File: config.mk
export PLATFORM = sky130hd
export DESIGN_NAME = mem_link_top
export DESIGN_NICKNAME = d
export VERILOG_FILES = /design/src/hdl/mem_link_pkg.sv /design/src/hdl/mem_link_top.sv /design/src/hdl/link_cfg_apb.sv /design/src/hdl/link_token_tx.sv /design/src/hdl/wh_concentrator.sv /design/src/hdl/link_token_rx.sv
export SDC_FILE = /design/constraint.sdc
export NUM_CORES = 1
export LEC_CHECK = 0
export BUFFER_PORTS_ARGS = -buffer_cell sky130_fd_sc_hd__buf_2
export CAP_MARGIN = 20
export CORE_MARGIN = 4
export CORE_UTILIZATION = 60
export CTS_CLUSTER_DIAMETER = 40
export CTS_CLUSTER_SIZE = 30
export DETAILED_ROUTE_END_ITERATION = 7
export PLACE_DENSITY = 0.86
export SYNTH_ARGS = -nofsm -noshare
export SYNTH_HDL_FRONTEND = slang
export SYNTH_SLANG_ARGS = --single-unit
File: constraint.sdc
create_clock -name core_clk_i -period 8.8 [get_ports core_clk_i]
set_clock_uncertainty 0.1 [all_clocks]
set_input_delay 1.76 -clock core_clk_i [delete_from_list [all_inputs] [get_ports core_clk_i]]
set_output_delay 1.76 -clock core_clk_i [all_outputs]
set_load 0.02 [all_outputs]
File: src/hdl/mem_link_pkg.sv
`default_nettype none

package mem_link_pkg;

  localparam int NUM_LANES        = 4;
  localparam int FIFO_DEPTH       = 4; // flits per lane receiver.
  localparam int TOKEN_DECIMATION = 2; // flits per token.

  localparam int FIFO_PTR_W = $clog2(FIFO_DEPTH);
  localparam int DEC_CNT_W  = $clog2(TOKEN_DECIMATION);

  // wormhole header layout.
  localparam int LEN_LSB  = 0;
  localparam int CID_LSB  = 3;
  localparam int CORD_LSB = 5;

  typedef logic [15:0]          flit_t;
  typedef logic [2:0]           len_t;  // body flits after the header.
  typedef logic [1:0]           cid_t;  // lane id.
  typedef logic [3:0]           cord_t; // destination, passed through.
  typedef logic [NUM_LANES-1:0] lane_mask_t;
  typedef logic [2:0]           credit_t;
  typedef logic [15:0]          count_t;

  typedef logic [FIFO_PTR_W-1:0] fifo_ptr_t;
  typedef logic [DEC_CNT_W-1:0]  dec_cnt_t;

  typedef logic [3:0]  apb_addr_t;
  typedef logic [31:0] apb_data_t;

  localparam apb_addr_t REG_CTRL    = 4'h0;
  localparam apb_addr_t REG_RX_PKTS = 4'h4;
  localparam apb_addr_t REG_TX_PKTS = 4'h8;

  // shared by the arbiter and the router.
  typedef enum logic
  {
    IDLE,
    BODY
  } conc_state_e;

endpackage

`default_nettype wire
File: src/hdl/mem_link_top.sv
`timescale 1ns/1ps
`default_nettype none

module mem_link_top
  (input  wire                                                 core_clk_i
  ,input  wire                                                 rst_n_i

  ,input  wire mem_link_pkg::lane_mask_t                       lane_v_i
  ,input  wire mem_link_pkg::flit_t [mem_link_pkg::NUM_LANES-1:0] lane_data_i
  ,output mem_link_pkg::lane_mask_t                            lane_token_o

  ,output mem_link_pkg::lane_mask_t                            lane_v_o
  ,output mem_link_pkg::flit_t [mem_link_pkg::NUM_LANES-1:0]   lane_data_o
  ,input  wire mem_link_pkg::lane_mask_t                       lane_token_i

  ,output logic                                                core_v_o
  ,output mem_link_pkg::flit_t                                 core_data_o
  ,input  wire                                                 core_ready_i

  ,input  wire                                                 core_v_i
  ,input  wire mem_link_pkg::flit_t                            core_data_i
  ,output logic                                                core_ready_o

  ,input  wire mem_link_pkg::apb_addr_t                        paddr_i
  ,input  wire                                                 psel_i
  ,input  wire                                                 penable_i
  ,input  wire                                                 pwrite_i
  ,input  wire mem_link_pkg::apb_data_t                        pwdata_i
  ,output mem_link_pkg::apb_data_t                             prdata_o
  ,output logic                                                pready_o
  ,output logic                                                pslverr_o
  );

  mem_link_pkg::lane_mask_t                            lane_en_lo;
  mem_link_pkg::lane_mask_t                            rx_v_lo;
  mem_link_pkg::flit_t [mem_link_pkg::NUM_LANES-1:0]   rx_data_lo;
  mem_link_pkg::lane_mask_t                            rx_ready_li;
  mem_link_pkg::lane_mask_t                            tx_v_li;
  mem_link_pkg::flit_t [mem_link_pkg::NUM_LANES-1:0]   tx_data_li;
  mem_link_pkg::lane_mask_t                            tx_ready_lo;
  logic                                                rx_pkt_done_lo;
  logic                                                tx_pkt_done_lo;

  for (genvar i = 0; i < mem_link_pkg::NUM_LANES; i++)
  begin: rx
    link_token_rx rx_lane
      (.core_clk_i  (core_clk_i)
      ,.rst_n_i     (rst_n_i)
      ,.lane_en_i   (lane_en_lo[i])
      ,.lane_v_i    (lane_v_i[i])
      ,.lane_data_i (lane_data_i[i])
      ,.lane_token_o(lane_token_o[i])
      ,.v_o         (rx_v_lo[i])
      ,.data_o      (rx_data_lo[i])
      ,.ready_i     (rx_ready_li[i])
      );
  end

  wh_concentrator conc
    (.core_clk_i   (core_clk_i)
    ,.rst_n_i      (rst_n_i)
    ,.rx_v_i       (rx_v_lo)
    ,.rx_data_i    (rx_data_lo)
    ,.rx_ready_o   (rx_ready_li)
    ,.core_v_o     (core_v_o)
    ,.core_data_o  (core_data_o)
    ,.core_ready_i (core_ready_i)
    ,.core_v_i     (core_v_i)
    ,.core_data_i  (core_data_i)
    ,.core_ready_o (core_ready_o)
    ,.tx_v_o       (tx_v_li)
    ,.tx_data_o    (tx_data_li)
    ,.tx_ready_i   (tx_ready_lo)
    ,.rx_pkt_done_o(rx_pkt_done_lo)
    ,.tx_pkt_done_o(tx_pkt_done_lo)
    );

  for (genvar i = 0; i < mem_link_pkg::NUM_LANES; i++)
  begin: tx
    link_token_tx tx_lane
      (.core_clk_i  (core_clk_i)
      ,.rst_n_i     (rst_n_i)
      ,.lane_en_i   (lane_en_lo[i])
      ,.v_i         (tx_v_li[i])
      ,.data_i      (tx_data_li[i])
      ,.ready_o     (tx_ready_lo[i])
      ,.lane_v_o    (lane_v_o[i])
      ,.lane_data_o (lane_data_o[i])
      ,.lane_token_i(lane_token_i[i])
      );
  end

  link_cfg_apb cfg
    (.core_clk_i   (core_clk_i)
    ,.rst_n_i      (rst_n_i)
    ,.paddr_i      (paddr_i)
    ,.psel_i       (psel_i)
    ,.penable_i    (penable_i)
    ,.pwrite_i     (pwrite_i)
    ,.pwdata_i     (pwdata_i)
    ,.prdata_o     (prdata_o)
    ,.pready_o     (pready_o)
    ,.pslverr_o    (pslverr_o)
    ,.lane_en_o    (lane_en_lo)
    ,.rx_pkt_done_i(rx_pkt_done_lo)
    ,.tx_pkt_done_i(tx_pkt_done_lo)
    );

endmodule

`default_nettype wire

File: src/hdl/link_cfg_apb.sv
`timescale 1ns/1ps
`default_nettype none

module link_cfg_apb
  (input  wire                              core_clk_i
  ,input  wire                              rst_n_i

  ,input  wire mem_link_pkg::apb_addr_t     paddr_i
  ,input  wire                              psel_i
  ,input  wire                              penable_i
  ,input  wire                              pwrite_i
  ,input  wire mem_link_pkg::apb_data_t     pwdata_i
  ,output mem_link_pkg::apb_data_t          prdata_o
  ,output logic                             pready_o
  ,output logic                             pslverr_o

  ,output mem_link_pkg::lane_mask_t         lane_en_o
  ,input  wire                              rx_pkt_done_i
  ,input  wire                              tx_pkt_done_i
  );

  mem_link_pkg::lane_mask_t ctrl_r;
  mem_link_pkg::count_t     rx_pkts_r;
  mem_link_pkg::count_t     tx_pkts_r;
  logic                     access;
  logic                     mapped;

  assign access = psel_i & penable_i;
  assign mapped = (paddr_i == mem_link_pkg::REG_CTRL)
                | (paddr_i == mem_link_pkg::REG_RX_PKTS)
                | (paddr_i == mem_link_pkg::REG_TX_PKTS);

  // zero wait states.
  assign pready_o  = penable_i;
  assign pslverr_o = access & ~mapped;
  assign lane_en_o = ctrl_r;

  always_comb
  begin
    prdata_o = '0;
    if (access && !pwrite_i)
    begin
      case (paddr_i)
        mem_link_pkg::REG_CTRL:    prdata_o = mem_link_pkg::apb_data_t'(ctrl_r);
        mem_link_pkg::REG_RX_PKTS: prdata_o = mem_link_pkg::apb_data_t'(rx_pkts_r);
        mem_link_pkg::REG_TX_PKTS: prdata_o = mem_link_pkg::apb_data_t'(tx_pkts_r);
        default:                   prdata_o = '0;
      endcase
    end
  end

  always_ff @(posedge core_clk_i)
  begin
    if (!rst_n_i)
    begin
      ctrl_r    <= '1; // all lanes on.
      rx_pkts_r <= '0;
      tx_pkts_r <= '0;
    end
    else
    begin
      if (access && pwrite_i && paddr_i == mem_link_pkg::REG_CTRL)
        ctrl_r <= pwdata_i[mem_link_pkg::NUM_LANES-1:0];
      // counters wrap.
      if (rx_pkt_done_i)
        rx_pkts_r <= rx_pkts_r + mem_link_pkg::count_t'(1);
      if (tx_pkt_done_i)
        tx_pkts_r <= tx_pkts_r + mem_link_pkg::count_t'(1);
    end
  end

endmodule

`default_nettype wire

File: src/hdl/link_token_tx.sv
`timescale 1ns/1ps
`default_nettype none

module link_token_tx
  (input  wire                       core_clk_i
  ,input  wire                       rst_n_i
  ,input  wire                       lane_en_i

  ,input  wire                       v_i
  ,input  wire mem_link_pkg::flit_t  data_i
  ,output logic                      ready_o

  ,output logic                      lane_v_o
  ,output mem_link_pkg::flit_t       lane_data_o
  ,input  wire                       lane_token_i
  );

  mem_link_pkg::credit_t credit_r;
  mem_link_pkg::credit_t credit_nxt;
  logic                  fire;

  assign ready_o = lane_en_i & (credit_r != '0);
  assign fire    = v_i & ready_o;

  // refill on token, spend on accept, never above the far fifo depth.
  always_comb
  begin
    int credit_sum;
    credit_sum = int'(credit_r) - int'(fire);
    if (lane_token_i)
      credit_sum = credit_sum + mem_link_pkg::TOKEN_DECIMATION;
    if (credit_sum > mem_link_pkg::FIFO_DEPTH)
      credit_nxt = mem_link_pkg::credit_t'(mem_link_pkg::FIFO_DEPTH);
    else
      credit_nxt = mem_link_pkg::credit_t'(credit_sum);
  end

  always_ff @(posedge core_clk_i)
  begin
    if (fire)
      lane_data_o <= data_i;
  end

  always_ff @(posedge core_clk_i)
  begin
    if (!rst_n_i || !lane_en_i)
    begin
      credit_r <= mem_link_pkg::credit_t'(mem_link_pkg::FIFO_DEPTH);
      lane_v_o <= 1'b0;
    end
    else
    begin
      credit_r <= credit_nxt;
      lane_v_o <= fire; // one cycle behind the accept.
    end
  end

endmodule

`default_nettype wire

File: src/hdl/wh_concentrator.sv
`timescale 1ns/1ps
`default_nettype none

module wh_concentrator
  (input  wire                                                 core_clk_i
  ,input  wire                                                 rst_n_i

  ,input  wire mem_link_pkg::lane_mask_t                       rx_v_i
  ,input  wire mem_link_pkg::flit_t [mem_link_pkg::NUM_LANES-1:0] rx_data_i
  ,output mem_link_pkg::lane_mask_t                            rx_ready_o

  ,output logic                                                core_v_o
  ,output mem_link_pkg::flit_t                                 core_data_o
  ,input  wire                                                 core_ready_i

  ,input  wire                                                 core_v_i
  ,input  wire mem_link_pkg::flit_t                            core_data_i
  ,output logic                                                core_ready_o

  ,output mem_link_pkg::lane_mask_t                            tx_v_o
  ,output mem_link_pkg::flit_t [mem_link_pkg::NUM_LANES-1:0]   tx_data_o
  ,input  wire mem_link_pkg::lane_mask_t                       tx_ready_i

  ,output logic                                                rx_pkt_done_o
  ,output logic                                                tx_pkt_done_o
  );

  function automatic mem_link_pkg::len_t hdr_len(input mem_link_pkg::flit_t f);
    return f[mem_link_pkg::LEN_LSB +: $bits(mem_link_pkg::len_t)];
  endfunction

  function automatic mem_link_pkg::cid_t hdr_cid(input mem_link_pkg::flit_t f);
    return f[mem_link_pkg::CID_LSB +: $bits(mem_link_pkg::cid_t)];
  endfunction

  // header with zero length, or the final body flit.
  function automatic logic pkt_last(input logic hdr, input mem_link_pkg::len_t cnt,
                                    input mem_link_pkg::flit_t f);
    return hdr ? (hdr_len(f) == '0) : (cnt == mem_link_pkg::len_t'(1));
  endfunction

  mem_link_pkg::conc_state_e arb_state_r;
  mem_link_pkg::cid_t        last_r;
  mem_link_pkg::cid_t        pick;
  logic                      pick_v;
  logic                      arb_hdr_r;
  mem_link_pkg::len_t        arb_cnt_r;
  logic                      core_fire;

  mem_link_pkg::conc_state_e rt_state_r;
  mem_link_pkg::cid_t        sel_r;
  logic                      rt_hdr_r;
  mem_link_pkg::len_t        rt_cnt_r;
  logic                      core_in_fire;

  // round robin search begins after the last winner.
  always_comb
  begin
    mem_link_pkg::cid_t idx;
    pick   = last_r;
    pick_v = 1'b0;
    for (int i = 1; i <= mem_link_pkg::NUM_LANES; i++)
    begin
      idx = mem_link_pkg::cid_t'(int'(last_r) + i);
      if (!pick_v && rx_v_i[idx])
      begin
        pick   = idx;
        pick_v = 1'b1;
      end
    end
  end

  assign core_v_o      = (arb_state_r == mem_link_pkg::BODY) & rx_v_i[last_r];
  assign core_data_o   = rx_data_i[last_r];
  assign core_fire     = core_v_o & core_ready_i;
  assign rx_pkt_done_o = core_fire & pkt_last(arb_hdr_r, arb_cnt_r, core_data_o);

  always_comb
  begin
    rx_ready_o = '0;
    if (arb_state_r == mem_link_pkg::BODY)
      rx_ready_o[last_r] = core_ready_i;
  end

  always_ff @(posedge core_clk_i)
  begin
    if (!rst_n_i)
    begin
      arb_state_r <= mem_link_pkg::IDLE;
      last_r      <= mem_link_pkg::cid_t'(mem_link_pkg::NUM_LANES - 1); // lane 0 goes first.
      arb_hdr_r   <= 1'b0;
      arb_cnt_r   <= '0;
    end
    else if (arb_state_r == mem_link_pkg::IDLE)
    begin
      if (pick_v)
      begin
        last_r      <= pick;
        arb_hdr_r   <= 1'b1;
        arb_state_r <= mem_link_pkg::BODY;
      end
    end
    else if (core_fire)
    begin
      if (rx_pkt_done_o)
        arb_state_r <= mem_link_pkg::IDLE;
      arb_hdr_r <= 1'b0;
      arb_cnt_r <= arb_hdr_r ? hdr_len(core_data_o) : arb_cnt_r - mem_link_pkg::len_t'(1);
    end
  end

  // the reply path steers a header in its own cycle.
  assign core_ready_o  = (rt_state_r == mem_link_pkg::BODY) & tx_ready_i[sel_r];
  assign core_in_fire  = core_v_i & core_ready_o;
  assign tx_pkt_done_o = core_in_fire & pkt_last(rt_hdr_r, rt_cnt_r, core_data_i);
  assign tx_data_o     = {mem_link_pkg::NUM_LANES{core_data_i}};

  always_comb
  begin
    tx_v_o = '0;
    if (rt_state_r == mem_link_pkg::BODY)
      tx_v_o[sel_r] = core_v_i;
  end

  always_ff @(posedge core_clk_i)
  begin
    if (!rst_n_i)
    begin
      rt_state_r <= mem_link_pkg::IDLE;
      sel_r      <= '0;
      rt_hdr_r   <= 1'b0;
      rt_cnt_r   <= '0;
    end
    else if (rt_state_r == mem_link_pkg::IDLE)
    begin
      if (core_v_i)
      begin
        sel_r      <= hdr_cid(core_data_i);
        rt_hdr_r   <= 1'b1;
        rt_state_r <= mem_link_pkg::BODY;
      end
    end
    else if (core_in_fire)
    begin
      if (tx_pkt_done_o)
        rt_state_r <= mem_link_pkg::IDLE;
      rt_hdr_r <= 1'b0;
      rt_cnt_r <= rt_hdr_r ? hdr_len(core_data_i) : rt_cnt_r - mem_link_pkg::len_t'(1);
    end
  end

endmodule

`default_nettype wire

File: src/hdl/link_token_rx.sv
`timescale 1ns/1ps
`default_nettype none

module link_token_rx
  (input  wire                       core_clk_i
  ,input  wire                       rst_n_i
  ,input  wire                       lane_en_i

  ,input  wire                       lane_v_i
  ,input  wire mem_link_pkg::flit_t  lane_data_i
  ,output logic                      lane_token_o

  ,output logic                      v_o
  ,output mem_link_pkg::flit_t       data_o
  ,input  wire                       ready_i
  );

  mem_link_pkg::flit_t     mem_r [mem_link_pkg::FIFO_DEPTH];
  mem_link_pkg::fifo_ptr_t wr_ptr_r;
  mem_link_pkg::fifo_ptr_t rd_ptr_r;
  mem_link_pkg::credit_t   occ_r;
  mem_link_pkg::dec_cnt_t  dec_r;
  logic                    enq;
  logic                    deq;
  logic                    group_done;

  // sender spends credits, so a full fifo should never see a flit.
  assign enq = lane_en_i & lane_v_i
             & (occ_r != mem_link_pkg::credit_t'(mem_link_pkg::FIFO_DEPTH));
  assign deq = v_o & ready_i;

  assign group_done = deq
                    & (dec_r == mem_link_pkg::dec_cnt_t'(mem_link_pkg::TOKEN_DECIMATION - 1));

  assign v_o    = lane_en_i & (occ_r != '0);
  assign data_o = mem_r[rd_ptr_r];

  always_ff @(posedge core_clk_i)
  begin
    if (enq)
    begin
      mem_r[wr_ptr_r] <= lane_data_i;
    end
  end

  always_ff @(posedge core_clk_i)
  begin
    if (!rst_n_i || !lane_en_i)
    begin
      wr_ptr_r     <= '0;
      rd_ptr_r     <= '0;
      occ_r        <= '0;
      dec_r        <= '0;
      lane_token_o <= 1'b0;
    end
    else
    begin
      if (enq)
        wr_ptr_r <= wr_ptr_r + mem_link_pkg::fifo_ptr_t'(1);
      if (deq)
        rd_ptr_r <= rd_ptr_r + mem_link_pkg::fifo_ptr_t'(1);

      case ({enq, deq})
        2'b10:   occ_r <= occ_r + mem_link_pkg::credit_t'(1);
        2'b01:   occ_r <= occ_r - mem_link_pkg::credit_t'(1);
        default: occ_r <= occ_r;
      endcase

      // one token per group of dequeued flits.
      if (deq)
        dec_r <= group_done ? '0 : dec_r + mem_link_pkg::dec_cnt_t'(1);
      lane_token_o <= group_done;
    end
  end

endmodule

`default_nettype wire

---- Word-level counts from Yosys, hierarchy flattened ----
Memory sizes are Yosys's and may differ from the RTL's. A register that Yosys moved wholly into a read port is not among the register bits.
Index checks and enable logic that the tools add are counted.
word-level totals
  bits in registers ....................... 166
  bits in writable memories ............... 256
  input port bits ......................... 131
  output and inout port bits .............. 124
  logic and storage cells ................. 281
  memories kept ........................... 4
memories
  memory               words  width  rd ports  clocked after Yosys merged registers in  wr ports  line                 RTL
  rx[0].rx_lane.mem_r  4      16     1         1                                        1         link_token_rx.sv:18  mem_link_pkg::flit_t mem_r [mem_link_pkg::FIFO_DEPTH];
  rx[1].rx_lane.mem_r  4      16     1         1                                        1         link_token_rx.sv:18
  rx[2].rx_lane.mem_r  4      16     1         1                                        1         link_token_rx.sv:18
  rx[3].rx_lane.mem_r  4      16     1         1                                        1         link_token_rx.sv:18
operators by class
  add/subtract/negate cells ............... 36
  magnitude comparators ................... 12
  equal/unequal tests ..................... 18
  mux-type cells .......................... 76
  bitwise operators ....................... 43
  reductions and logical operators ........ 49
operators by type and width
  operator               count
  $mux 32                5
  $add 32x3->32 const B  4
  $gt 32x4->1 const B    4
  $pmux 16 s3            1
  $mux 1                 40
  $and 1x1->1            36
  $add 16x1->16 const B  2
  $bmux 16 s2            1
  $mux 2                 12
  $pmux 3 s2             4
  $reduce_bool 3->1      8
  $add 2x1->2 const B    10
  $lt 2x3->1 const B     6
  $sub 3x1->3 const B    6
  $mux 16                1
  $sub 3x1->4            4
  $add 3x1->3 const B    4
  $bmux 1 s2             6
  $ne 3x3->1 const B     4
  $reduce_bool 2->1      6
  $reduce_and 2->1       5
  $logic_not 1->1        9
  $and 4x4->4            2
  $eq 2x1->1 const B     4
  other kinds (20)       50

---- Longest topological paths before layout ----
Gate-level depths: netlist of run 1.
  depth after elaboration ................. 16
  mapped depth ............................ 15
  gate-level depth less buffers ........... 14

---- Modules after synthesis ----
A second synthesis of run 1 with hierarchy kept.
unflattened totals
  cell total of the unflattened synthesis .. 1256
  area total of the unflattened synthesis .. 18856.8 µm²
by module, submodules not included
  module           times used  cells each  area each (µm²)  seq. area each (µm²)
  link_token_rx    4           144         2910.3           2142.1
  link_token_tx    4           52          787.0            560.5
  link_cfg_apb     1           259         2124.5           720.7
  wh_concentrator  1           213         1943.1           280.3

---- Worst setup path before layout of run 1 ----
Ideal clock, no wire load.
  kind .................................... input -> output
  from .................................... in paddr_i[2]
  to ...................................... out prdata_o[10]
  arrival time ............................ 3272 ps
  required time ........................... 6940 ps
  path slack .............................. 3668 ps
  cell stages on the path ................. 6
  path buffers ............................ 3
  path through ............................ clkbuf_1 a211o_1 or3_1 clkbuf_1 clkbuf_1 nor2_1
between the ends
  cells in the longest elaborated chain, start to end .. 3
  elaborated cells on any way between the ends .. 5
  classes of those cells .................. 2 x eq/ne; 2 x mux; 1 x reduce/logical
ends and longest elaborated chain
  what                                      line                RTL
  from (decl)                               mem_link_top.sv:24  ,input wire mem_link_pkg::apb_addr_t paddr_i
  $eq 4x4->1, or another cell as far along  link_cfg_apb.sv:43  case (paddr_i)
  $pmux 16 s3 *                             link_cfg_apb.sv:43
  $mux 32 *                                 link_cfg_apb.sv:41  if (access && !pwrite_i)
  to (decl)                                 mem_link_top.sv:29  ,output mem_link_pkg::apb_data_t prdata_o
Mark *: on every way between the ends. The rest lies on a longest branch, timed or not.

---- Worst setup path in the final report of run 1 ----
  from .................................... in paddr_i[2]
  to ...................................... out prdata_o[7]
Same word-level chain as after synthesis.

==> impl_metrics.ini, run 1 <==
[power]
irDropWorstVdd_mv = 0.2531
p_leak_nw = 7.479
power_switching_mw = 1.409
p_total_mw = 5.063
p_per_area_nw_per_um2 = 245.1
p_sw_share_pct = 27.84
seq_power_share_pct = 46.6
intPower_mw = 3.653
clockPowerShare_pct = 38.0
pwr-share-comb_pct = 15.4

[sta]
finalSetupViolations = 0
max_slew_margin_pct = 35.75
fmax_mhz = 196.3
final-max-slew-violation-count = 0
setup_ws_ns = 3.705
rsz0062_at_grt = false
worst_pin_slew_ns = 0.9638
min_period_ns = 5.095
finalHoldViolCount = 0
hold_ws_ns = 0.3915
layout_worst_path_cycle_share_pct = 57.89
final.setup.tns_ns = 0

[floorplan]
die_x_um = 180.1
rows = 62
fp.dieH_um = 180.1
dieArea_um2 = 32430
core_um2 = 28940
initial_core_util_pct = 61.40
ios = 255

[global_route]
grt_start_max_net_pins = 43
grt_pass1_vias = 10860
grt.overflow.total = 0
grt_pass1_wl_um = 60690
grt_antenna_before_repair = 9
track_usage_pct = 23.95

[synthesis]
synth_seq_area_share_pct = 66.48
yosys_register_bits = 430
synth_area_um2 = 17770
ys_warn_count = 0
synth_commonest_cells = 320 x edfxtp_1, 110 x dfxtp_1, 104 x nor2_1, 77 x mux4_2, 59 x inv_1
synthArstFlopShare_pct = 0
synth_ff_type = edfxtp_1
yosys.area.top_type = edfxtp_1
yosysUniqueCellTypes = 55
netlist_instances = 1175
synth_area_leaders = edfxtp_1 54%, dfxtp_1 12%, mux4_2 9.8%, ha_1 3.8%, nor2_1 2.2%
synth_top_area_share_pct = 54.08
yosysMostFrequentCell = edfxtp_1
syn_area_per_cell_um2 = 15.12
synth_edf_count = 320

[cts]
postCtsHoldBufs = 0
cts_setup_buffers = 0
cts_buffers = 45
cts_root_buf = clkbuf_16
clkTransAtPathRegs_ns = 0.06
clockBufferDepth = 3
clock-sinks = 430
cts_resized = 0
cts_tree = yes
clk_latency_ns = 0.55
htreeDepth = 2

[detailed_routing]
routed_wl_um = 39580
drt_iter0_drc = 850
ant_nets = 0
wire_per_inst_um = 21.83
viasPerCell = 5.852
num_vias = 10610
firstDrtPassIters = 5
drc = 0

[placed_design]
placed_cell_area_um2 = 19070
gp_congestion = 0.9137
port_buffers = 210
dp_slack_ns = 3.713
hpwl_um = 27110
dp_cells = 1725

[final_layout]
final_area_um2 = 20660
final_core_util_pct = 71.40
fin_nets = 1578
drive_above_1_share_pct = 27.77
area_growth_pct = 16.28
final_cells = 1813

[job]
cap_violations = 0

[min_path]
min_path_type = reg2reg

[critical_path]
worstPathArrival_ns = 3.23
worstSetupPathType = in2out
cp.required_ns = 6.94
critPathCaptureType = output port
start_kind = input pin
worstPathMaxFanout = 16

[status]
status = finished clean
-- logic make-up (layout without fill, tap and decap cells) --
family                     count (synthesis)  in the layout  synth area share (%)
and+or+nand+nor                          275            275                 7.613
other                                      2             23               0.04227
adders and majority gates                 58             58                 4.254
buffers and inverters                    134            367                 3.528
DFF                                      430            430                 66.48
muxes                                    103            103                 11.27
AOI/OAI and AO/OA                        130            130                 4.697
xor gates and xnor gates                  43             43                 2.120
-- final timing paths --
kind | from | end | slack [ns] | cells after the start
max | paddr_i[2] | prdata_o[7] | 3.71 | 5
min | cfg.rx_pkts_r[15] | cfg.rx_pkts_r[15] | 0.39 | 2
max reg2reg | register | cfg.rx_pkts_r[5] | 5.03 | 7
min reg2reg | cfg.rx_pkts_r[15] | cfg.rx_pkts_r[15] | 0.39 | 2
-- metal layers --
| layer | wire length [µm] | part of all wire (%) | vias to the layer above | track usage (%) |
|---|---|---|---|---|
| met5 | 77 | 0.19 | - | 0 |
| met4 | 1823 | 4.6 | 12 | 10.38 |
| met3 | 3133 | 7.9 | 122 | 5.531 |
| met2 | 20520 | 52 | 500 | 42.36 |
| met1 | 14030 | 35 | 5155 | 28.22 |
| li1 | - | - | 4820 | - |
-- cell usage in the layout (no fill, tap or decap), types with 7 or more instances in the layout --
cell type  count
nor2_1       104
inv_6         12
a22oi_1       13
nor3_1        10
buf_2        210
nand4_1        8
buf_4         10
inv_1         59
or3_1         21
or4_1          7
mux2i_1       20
edfxtp_1     320
o21ai_0       25
xor2_1        28
o31ai_1        7
and3_1         9
mux4_2        77
dfxtp_1      110
nand2_1       47
a21oi_1       45
nand3_1       16
xnor2_1       15
ha_1          54
conb_1        20
clkbuf_16     47
and2_1        23
-- layout make-up --
class / instances / area [µm²]
Clock inverter: 37 / 380.4
Timing Repair Buffer: 222 / 1169
Inverter: 61 / 229.0
Multi-Input combinational cell: 629 / 5406
Antenna cell: 3 / 7.507
Clock buffer: 47 / 1176
Fill cell: 1788 / 8275
Sequential cell: 430 / 11810
Tap cell: 384 / 480.5
-- power groups by stage --
stage,registers [mW],logic (mW),clock network (mW)
global placement,2.39,0.723,0
finish,2.36,0.781,1.92
global route,2.37,0.851,2.05
detailed placement,2.40,0.759,0
CTS,2.36,0.778,1.95
floorplan,2.38,0.535,0
-- registers in the layout, indices dropped and copies added (netlist names), named ones only --
register / flops
tx.tx_lane.lane_data_o: 64
rx.rx_lane.rd_ptr_r: 8
conc.rt_hdr_r: 1
conc.sel_r: 2
conc.arb_hdr_r: 1
rx.rx_lane.lane_token_o: 4
conc.last_r: 2
tx.tx_lane.credit_r: 12
conc.rt_cnt_r: 3
conc.arb_cnt_r: 3
conc.arb_state_r: 1
cfg.rx_pkts_r: 16
rx.rx_lane.dec_r: 4
rx.rx_lane.occ_r: 12
cfg.lane_en_o: 4
rx.rx_lane.wr_ptr_r: 8
cfg.tx_pkts_r: 16
conc.rt_state_r: 1
tx.tx_lane.lane_v_o: 4
rx.rx_lane.mem_r: 256
-- critical path, cell delays in order --
cell,delay (ns)
buf_2,0.17
a211o_1,0.32
or3_1,0.59
nor2_1,0.20
buf_2,0.19
Power figures use the tool's default switching activity.
==> run 2, diff against run 1 <==
--- a/config.mk
+++ b/config.mk
@@ -8,11 +8,11 @@
 export BUFFER_PORTS_ARGS = -buffer_cell sky130_fd_sc_hd__buf_2
 export CAP_MARGIN = 20
 export CORE_MARGIN = 4
-export CORE_UTILIZATION = 60
+export CORE_UTILIZATION = 57
 export CTS_CLUSTER_DIAMETER = 40
 export CTS_CLUSTER_SIZE = 30
 export DETAILED_ROUTE_END_ITERATION = 7
-export PLACE_DENSITY = 0.86
+export PLACE_DENSITY = 0.82
 export SYNTH_ARGS = -nofsm -noshare
 export SYNTH_HDL_FRONTEND = slang
 export SYNTH_SLANG_ARGS = --single-unit
==> constraint.sdc (replaced) <==
create_clock -name core_clk_i -period 5.3 [get_ports core_clk_i]
set_clock_uncertainty 0.1 [all_clocks]
set_input_delay 1.06 -clock core_clk_i [delete_from_list [all_inputs] [get_ports core_clk_i]]
set_output_delay 1.06 -clock core_clk_i [all_outputs]
set_load 0.02 [all_outputs]
==> run 2 against run 1 <==
Wire length is 3.1% lower. Via count decreased by 0.78%. Final area down 0.33%. Critical path type is now reg2out.
==> impl_metrics.ini, run 2 (same netlist as run 1, synthesis figures left out) <==
[critical_path]
start_kind = register
worstPathArrival_ns = 2.90
worstPathMaxFanout = 9
worstSetupPathType = reg2out
rrSetupSlack_ns = 1.69
crit_family = multiplexers
worstReg2RegEnd = cfg.rx_pkts_r[5]
critPathCaptureType = output port
critical-path-max-stage-delay_ns = 0.76
cpMostUsedCell = mux4_2
reg2reg_depth = 6
crit_buf_inv = 2
path_cells = buf_4 > mux4_2 > mux4_2 > buf_2
crit_path_top_delay_cell = dfxtp_1
cp.required_ns = 4.14

[power]
p_leak_nw = 7.432
p_per_area_nw_per_um2 = 403.5
irDropWorstVdd_mv = 0.2717
p_total_mw = 8.308

[cts]
cts_tree = yes
htreeDepth = 2
cts_root_buf = clkbuf_16
clk_latency_ns = 0.55
clkTransAtPathRegs_ns = 0.08
cts_resized = 0
cts_buffers = 44
clockBufferDepth = 3
postCtsHoldBufs = 0
clock-sinks = 430
cts_setup_buffers = 0

[detailed_routing]
drt_iter0_drc = 835
routed_wl_um = 38350
wire_per_inst_um = 21.04
drc = 0
viasPerCell = 5.774
num_vias = 10530
firstDrtPassIters = 5
ant_nets = 0

[final_layout]
reg_top3 = rx.rx_lane.mem_r x256, tx.tx_lane.lane_data_o x64
layout_common_cells = 320 x edfxtp_1, 210 x buf_2, 110 x dfxtp_1
top_register = rx.rx_lane.mem_r
final_core_util_pct = 67.14
drive_above_1_share_pct = 27.39
final_common_cell = edfxtp_1
area_growth_pct = 15.89
final_area_um2 = 20590
fin_nets = 1577
largest_reg_flops = 256
final_cells = 1823

[placed_design]
dp_slack_ns = 1.393
gp_congestion = 0.8576
placed_cell_area_um2 = 19080
hpwl_um = 26300
dp_cells = 1738
port_buffers = 210

[global_route]
track_usage_pct = 22.20
grt_pass1_vias = 10580
grt.overflow.total = 0
grt_pass1_wl_um = 58060
grt_antenna_before_repair = 11
grt_start_max_net_pins = 32

[sta]
max_slew_margin_pct = 32.33
final-max-slew-violation-count = 0
worst_pin_slew_ns = 1.015
finalHoldViolCount = 0
rsz0062_at_grt = false
hold_ws_ns = 0.4005
layout_worst_path_cycle_share_pct = 76.69
final.setup.tns_ns = 0
min_period_ns = 4.064
fmax_mhz = 246.0
finalSetupViolations = 0
setup_ws_ns = 1.236

[floorplan]
rows = 64
ios = 255
fp.dieH_um = 184.6
initial_core_util_pct = 57.93
core_um2 = 30670
die_x_um = 184.6
dieArea_um2 = 34060

[min_path]
holdPathStages = 2
worstHoldEndpoint = cfg.tx_pkts_r[14]
min_from = cfg.tx_pkts_r[14]
min_path_type = reg2reg

[job]
cap_violations = 0

[status]
status = finished clean
[run 2: cell count changes in the layout (fill, tap and decap cells not counted), sizes merged]
cell and delta:
clkbuf +1, clkinv -4, clkinvlp +2, inv -1
[run 2: worst max-delay path by stage]
stage	start	endpoint	slack, ns	depth (start not counted)
floorplan	core_v_i	tx[0].tx_lane.credit_r[2]	1.00	13
CTS	register	core_data_o[8]	1.14	4
global route	register	core_data_o[8]	1.06	4
detailed placement	core_v_i	tx[0].tx_lane.credit_r[2]	1.39	13
finish	register	core_data_o[8]	1.24	4
global placement	core_v_i	tx[0].tx_lane.credit_r[2]	1.58	15
[run 2: layout make-up]
class | count | area, µm²
diodes | 3 | 7.507
clock buffers | 48 | 1147
clock inverters | 34 | 352.8
fillers | 2058 | 10080
inverters | 61 | 229.0
multi-input cells | 629 | 5406
flip-flops and latches | 430 | 11810
well taps | 396 | 495.5
repair buffers | 222 | 1141
[run 2: per-layer routing]
layer / track usage (%) / share of wire (%) / up-vias / routed length [µm]
met5: 0 / 0.23 / - / 87
met4: 7.749 / 3.3 / 14 / 1258
met3: 5.901 / 9.8 / 90 / 3746
met2: 38.79 / 51 / 463 / 19490
met1: 26.81 / 36 / 5141 / 13760
li1: - / - / 4818 / -
[run 2: worst register-to-register path: cells and delay by family (launching register included)]
kind | cells | cell delay, ns
AOI/OAI and AO/OA | 2 | 0.73
DFF | 1 | 0.76
muxes | 2 | 1.12
and+or+nand+nor | 2 | 0.83
[run 2: where the power goes]
group | leakage [nW] | internal, mW | switching [mW] | total [mW]
clock | 0.721 | 1.70 | 1.42 | 3.12
sequential | 3.82 | 3.81 | 0.102 | 3.91
combinational | 2.89 | 0.497 | 0.780 | 1.28
==> run 3, diff against run 2 <==
--- a/config.mk
+++ b/config.mk
@@ -8,11 +8,11 @@
 export BUFFER_PORTS_ARGS = -buffer_cell sky130_fd_sc_hd__buf_2
 export CAP_MARGIN = 20
 export CORE_MARGIN = 4
-export CORE_UTILIZATION = 57
+export CORE_UTILIZATION = 52
 export CTS_CLUSTER_DIAMETER = 40
 export CTS_CLUSTER_SIZE = 30
 export DETAILED_ROUTE_END_ITERATION = 7
-export PLACE_DENSITY = 0.82
+export PLACE_DENSITY = 0.79
 export SYNTH_ARGS = -nofsm -noshare
 export SYNTH_HDL_FRONTEND = slang
 export SYNTH_SLANG_ARGS = --single-unit
==> constraint.sdc (replaced) <==
create_clock -name core_clk_i -period 3.3 [get_ports core_clk_i]
set_clock_uncertainty 0.1 [all_clocks]
set_input_delay 0.66 -clock core_clk_i [delete_from_list [all_inputs] [get_ports core_clk_i]]
set_output_delay 0.66 -clock core_clk_i [all_outputs]
set_load 0.02 [all_outputs]
==> run 3 against run 2 <==
Global-route usage shrank 1.7 points. Combinational power grew 67%. Non-clock buffer count grew 40. Sequential share of layout area shrank 1.5 points. Clock power grew 69%. Final cell count grew 5.4%. Flip-flop and latch count is the same. Sequential power grew 60%. Final area grew 2.7%. Utilization shrank 4.2 points. Die area grew 9.2%. Power grew 65%. Critical endpoint is now core_data_o[14]. Largest power group unchanged. Highest routed layer unchanged.
==> impl_metrics.ini, run 3 (same netlist as run 1, synthesis figures left out) <==
[job]
cap_violations = 0

[power]
p_total_mw = 13.67
irDropWorstVdd_mv = 0.6095
p_per_area_nw_per_um2 = 646.6
p_leak_nw = 7.710

[final_layout]
fin_nets = 1619
final_common_cell = edfxtp_1
regArea_um2 = 11810
final_area_um2 = 21140
reg_top3 = rx.rx_lane.mem_r x256, tx.tx_lane.lane_data_o x64
top_register = rx.rx_lane.mem_r
layout_common_cells = 320 x edfxtp_1, 210 x buf_2, 109 x dfxtp_1
area_growth_pct = 19.01
final_cells = 1921
drive_above_1_share_pct = 29.84
fill_cells = 2428
largest_reg_flops = 256
multi_input_area_um2 = 5440

[detailed_routing]
num_vias = 10610
routed_wl_um = 38620
drt_iter0_drc = 609
firstDrtPassIters = 5
drc = 0
wire_per_inst_um = 20.10
ant_nets = 0
viasPerCell = 5.521

[placed_design]
port_buffers = 210
gp_congestion = 0.7899
dp_cells = 1830
placed_cell_area_um2 = 19460
hpwl_um = 26760

[cts]
clkTransAtPathRegs_ns = 0.08
clock-sinks = 430
postCtsHoldBufs = 0
cts_setup_buffers = 0
cts_buffers = 46
clk_latency_ns = 0.56
htreeDepth = 2
clockBufferDepth = 3
cts_root_buf = clkbuf_16
cts_tree = yes

[critical_path]
cp.required_ns = 2.54
worstPathArrival_ns = 2.46
reg2reg_depth = 6
worstPathMaxFanout = 13
worstSetupPathType = reg2out
critPathCaptureType = output port
start_kind = register

[global_route]
track_usage_pct = 20.50
grt.overflow.total = 0
grt_antenna_before_repair = 9
grt_start_max_net_pins = 39
grt_pass1_wl_um = 58410
grt_pass1_vias = 10670

[floorplan]
die_x_um = 192.8
initial_core_util_pct = 52.85
fp.dieH_um = 192.8
core_um2 = 33620
rows = 67
ios = 255
dieArea_um2 = 37190

[sta]
layout_worst_path_cycle_share_pct = 97.59
worst_pin_slew_ns = 0.8172
hold_ws_ns = 0.2055
finalSetupViolations = 0
fmax_mhz = 310.5
min_period_ns = 3.221
finalHoldViolCount = 0
max_slew_margin_pct = 45.52
final-max-slew-violation-count = 0

[status]
status = finished clean

[min_path]
holdPathStages = 1
min_path_type = in2reg
## run 3: cell types whose count changed in the layout (fill, tap and decap cells not counted), sizes merged
cell | previous run | this run
clkbuf | 48 | 52
buf | 222 | 262
diode | 3 | 5
clkinvlp | 5 | 2
clkinv | 12 | 15
## run 3: final cells by class
type	count	share of cell area [%]
antenna	5	0.05918
clock buffer	52	5.799
clock inverter	34	1.846
inverter	61	1.083
multi-input combinational	629	25.73
sequential	430	55.87
tap	448	2.651
timing repair buffer	262	6.965
## run 3: timing repair
action	CTS	global route
hold endpoints to repair	0	0
resized for setup	5	6
setup endpoints to repair	13	15
## run 3: metrics by stage
step           worst slack [ns]   TNS (ns)  util (%)
2_1_floorplan           -0.1018    -0.1018         -
3_3_place_gp            0.08635          0     57.90
3_5_place_dp            0.09137          0     57.90
4_1_cts               0.0001561          0     62.76
5_1_grt               -0.003008  -0.003008     62.86
6_report                0.07942          0     62.90
## run 3: power breakdown
part	internal, mW	switching, mW	total [mW]
logic	0.847	1.29	2.14
clock network	2.92	2.36	5.28
registers	6.11	0.143	6.25
total	9.88	3.79	13.7
## run 3: critical path, stage by stage (launching register included)
cell	delay, ns
dfxtp_2	0.39
buf_8	0.21
mux4_2	0.58
mux4_2	0.54
buf_2	0.19
## run 3: worst paths after layout
path	end	slack (ns)	from
max	core_data_o[14]	0.08	register
min	rx[3].rx_lane.mem_r[0][6]	0.21	lane_data_i[54]
max reg2reg	cfg.rx_pkts_r[5]	0.16	register
min reg2reg	rx[3].rx_lane.lane_token_o	0.40	rx[3].rx_lane.dec_r
## run 3: per-layer routing
| metal | wire [µm] | global-route usage, % | vias up |
|---|---|---|---|
| li1 | - | - | 4903 |
| met1 | 14720 | 25.35 | 5184 |
| met2 | 19110 | 35.26 | 425 |
| met3 | 3507 | 5.662 | 80 |
| met4 | 1183 | 6.336 | 14 |
| met5 | 92 | 0 | - |
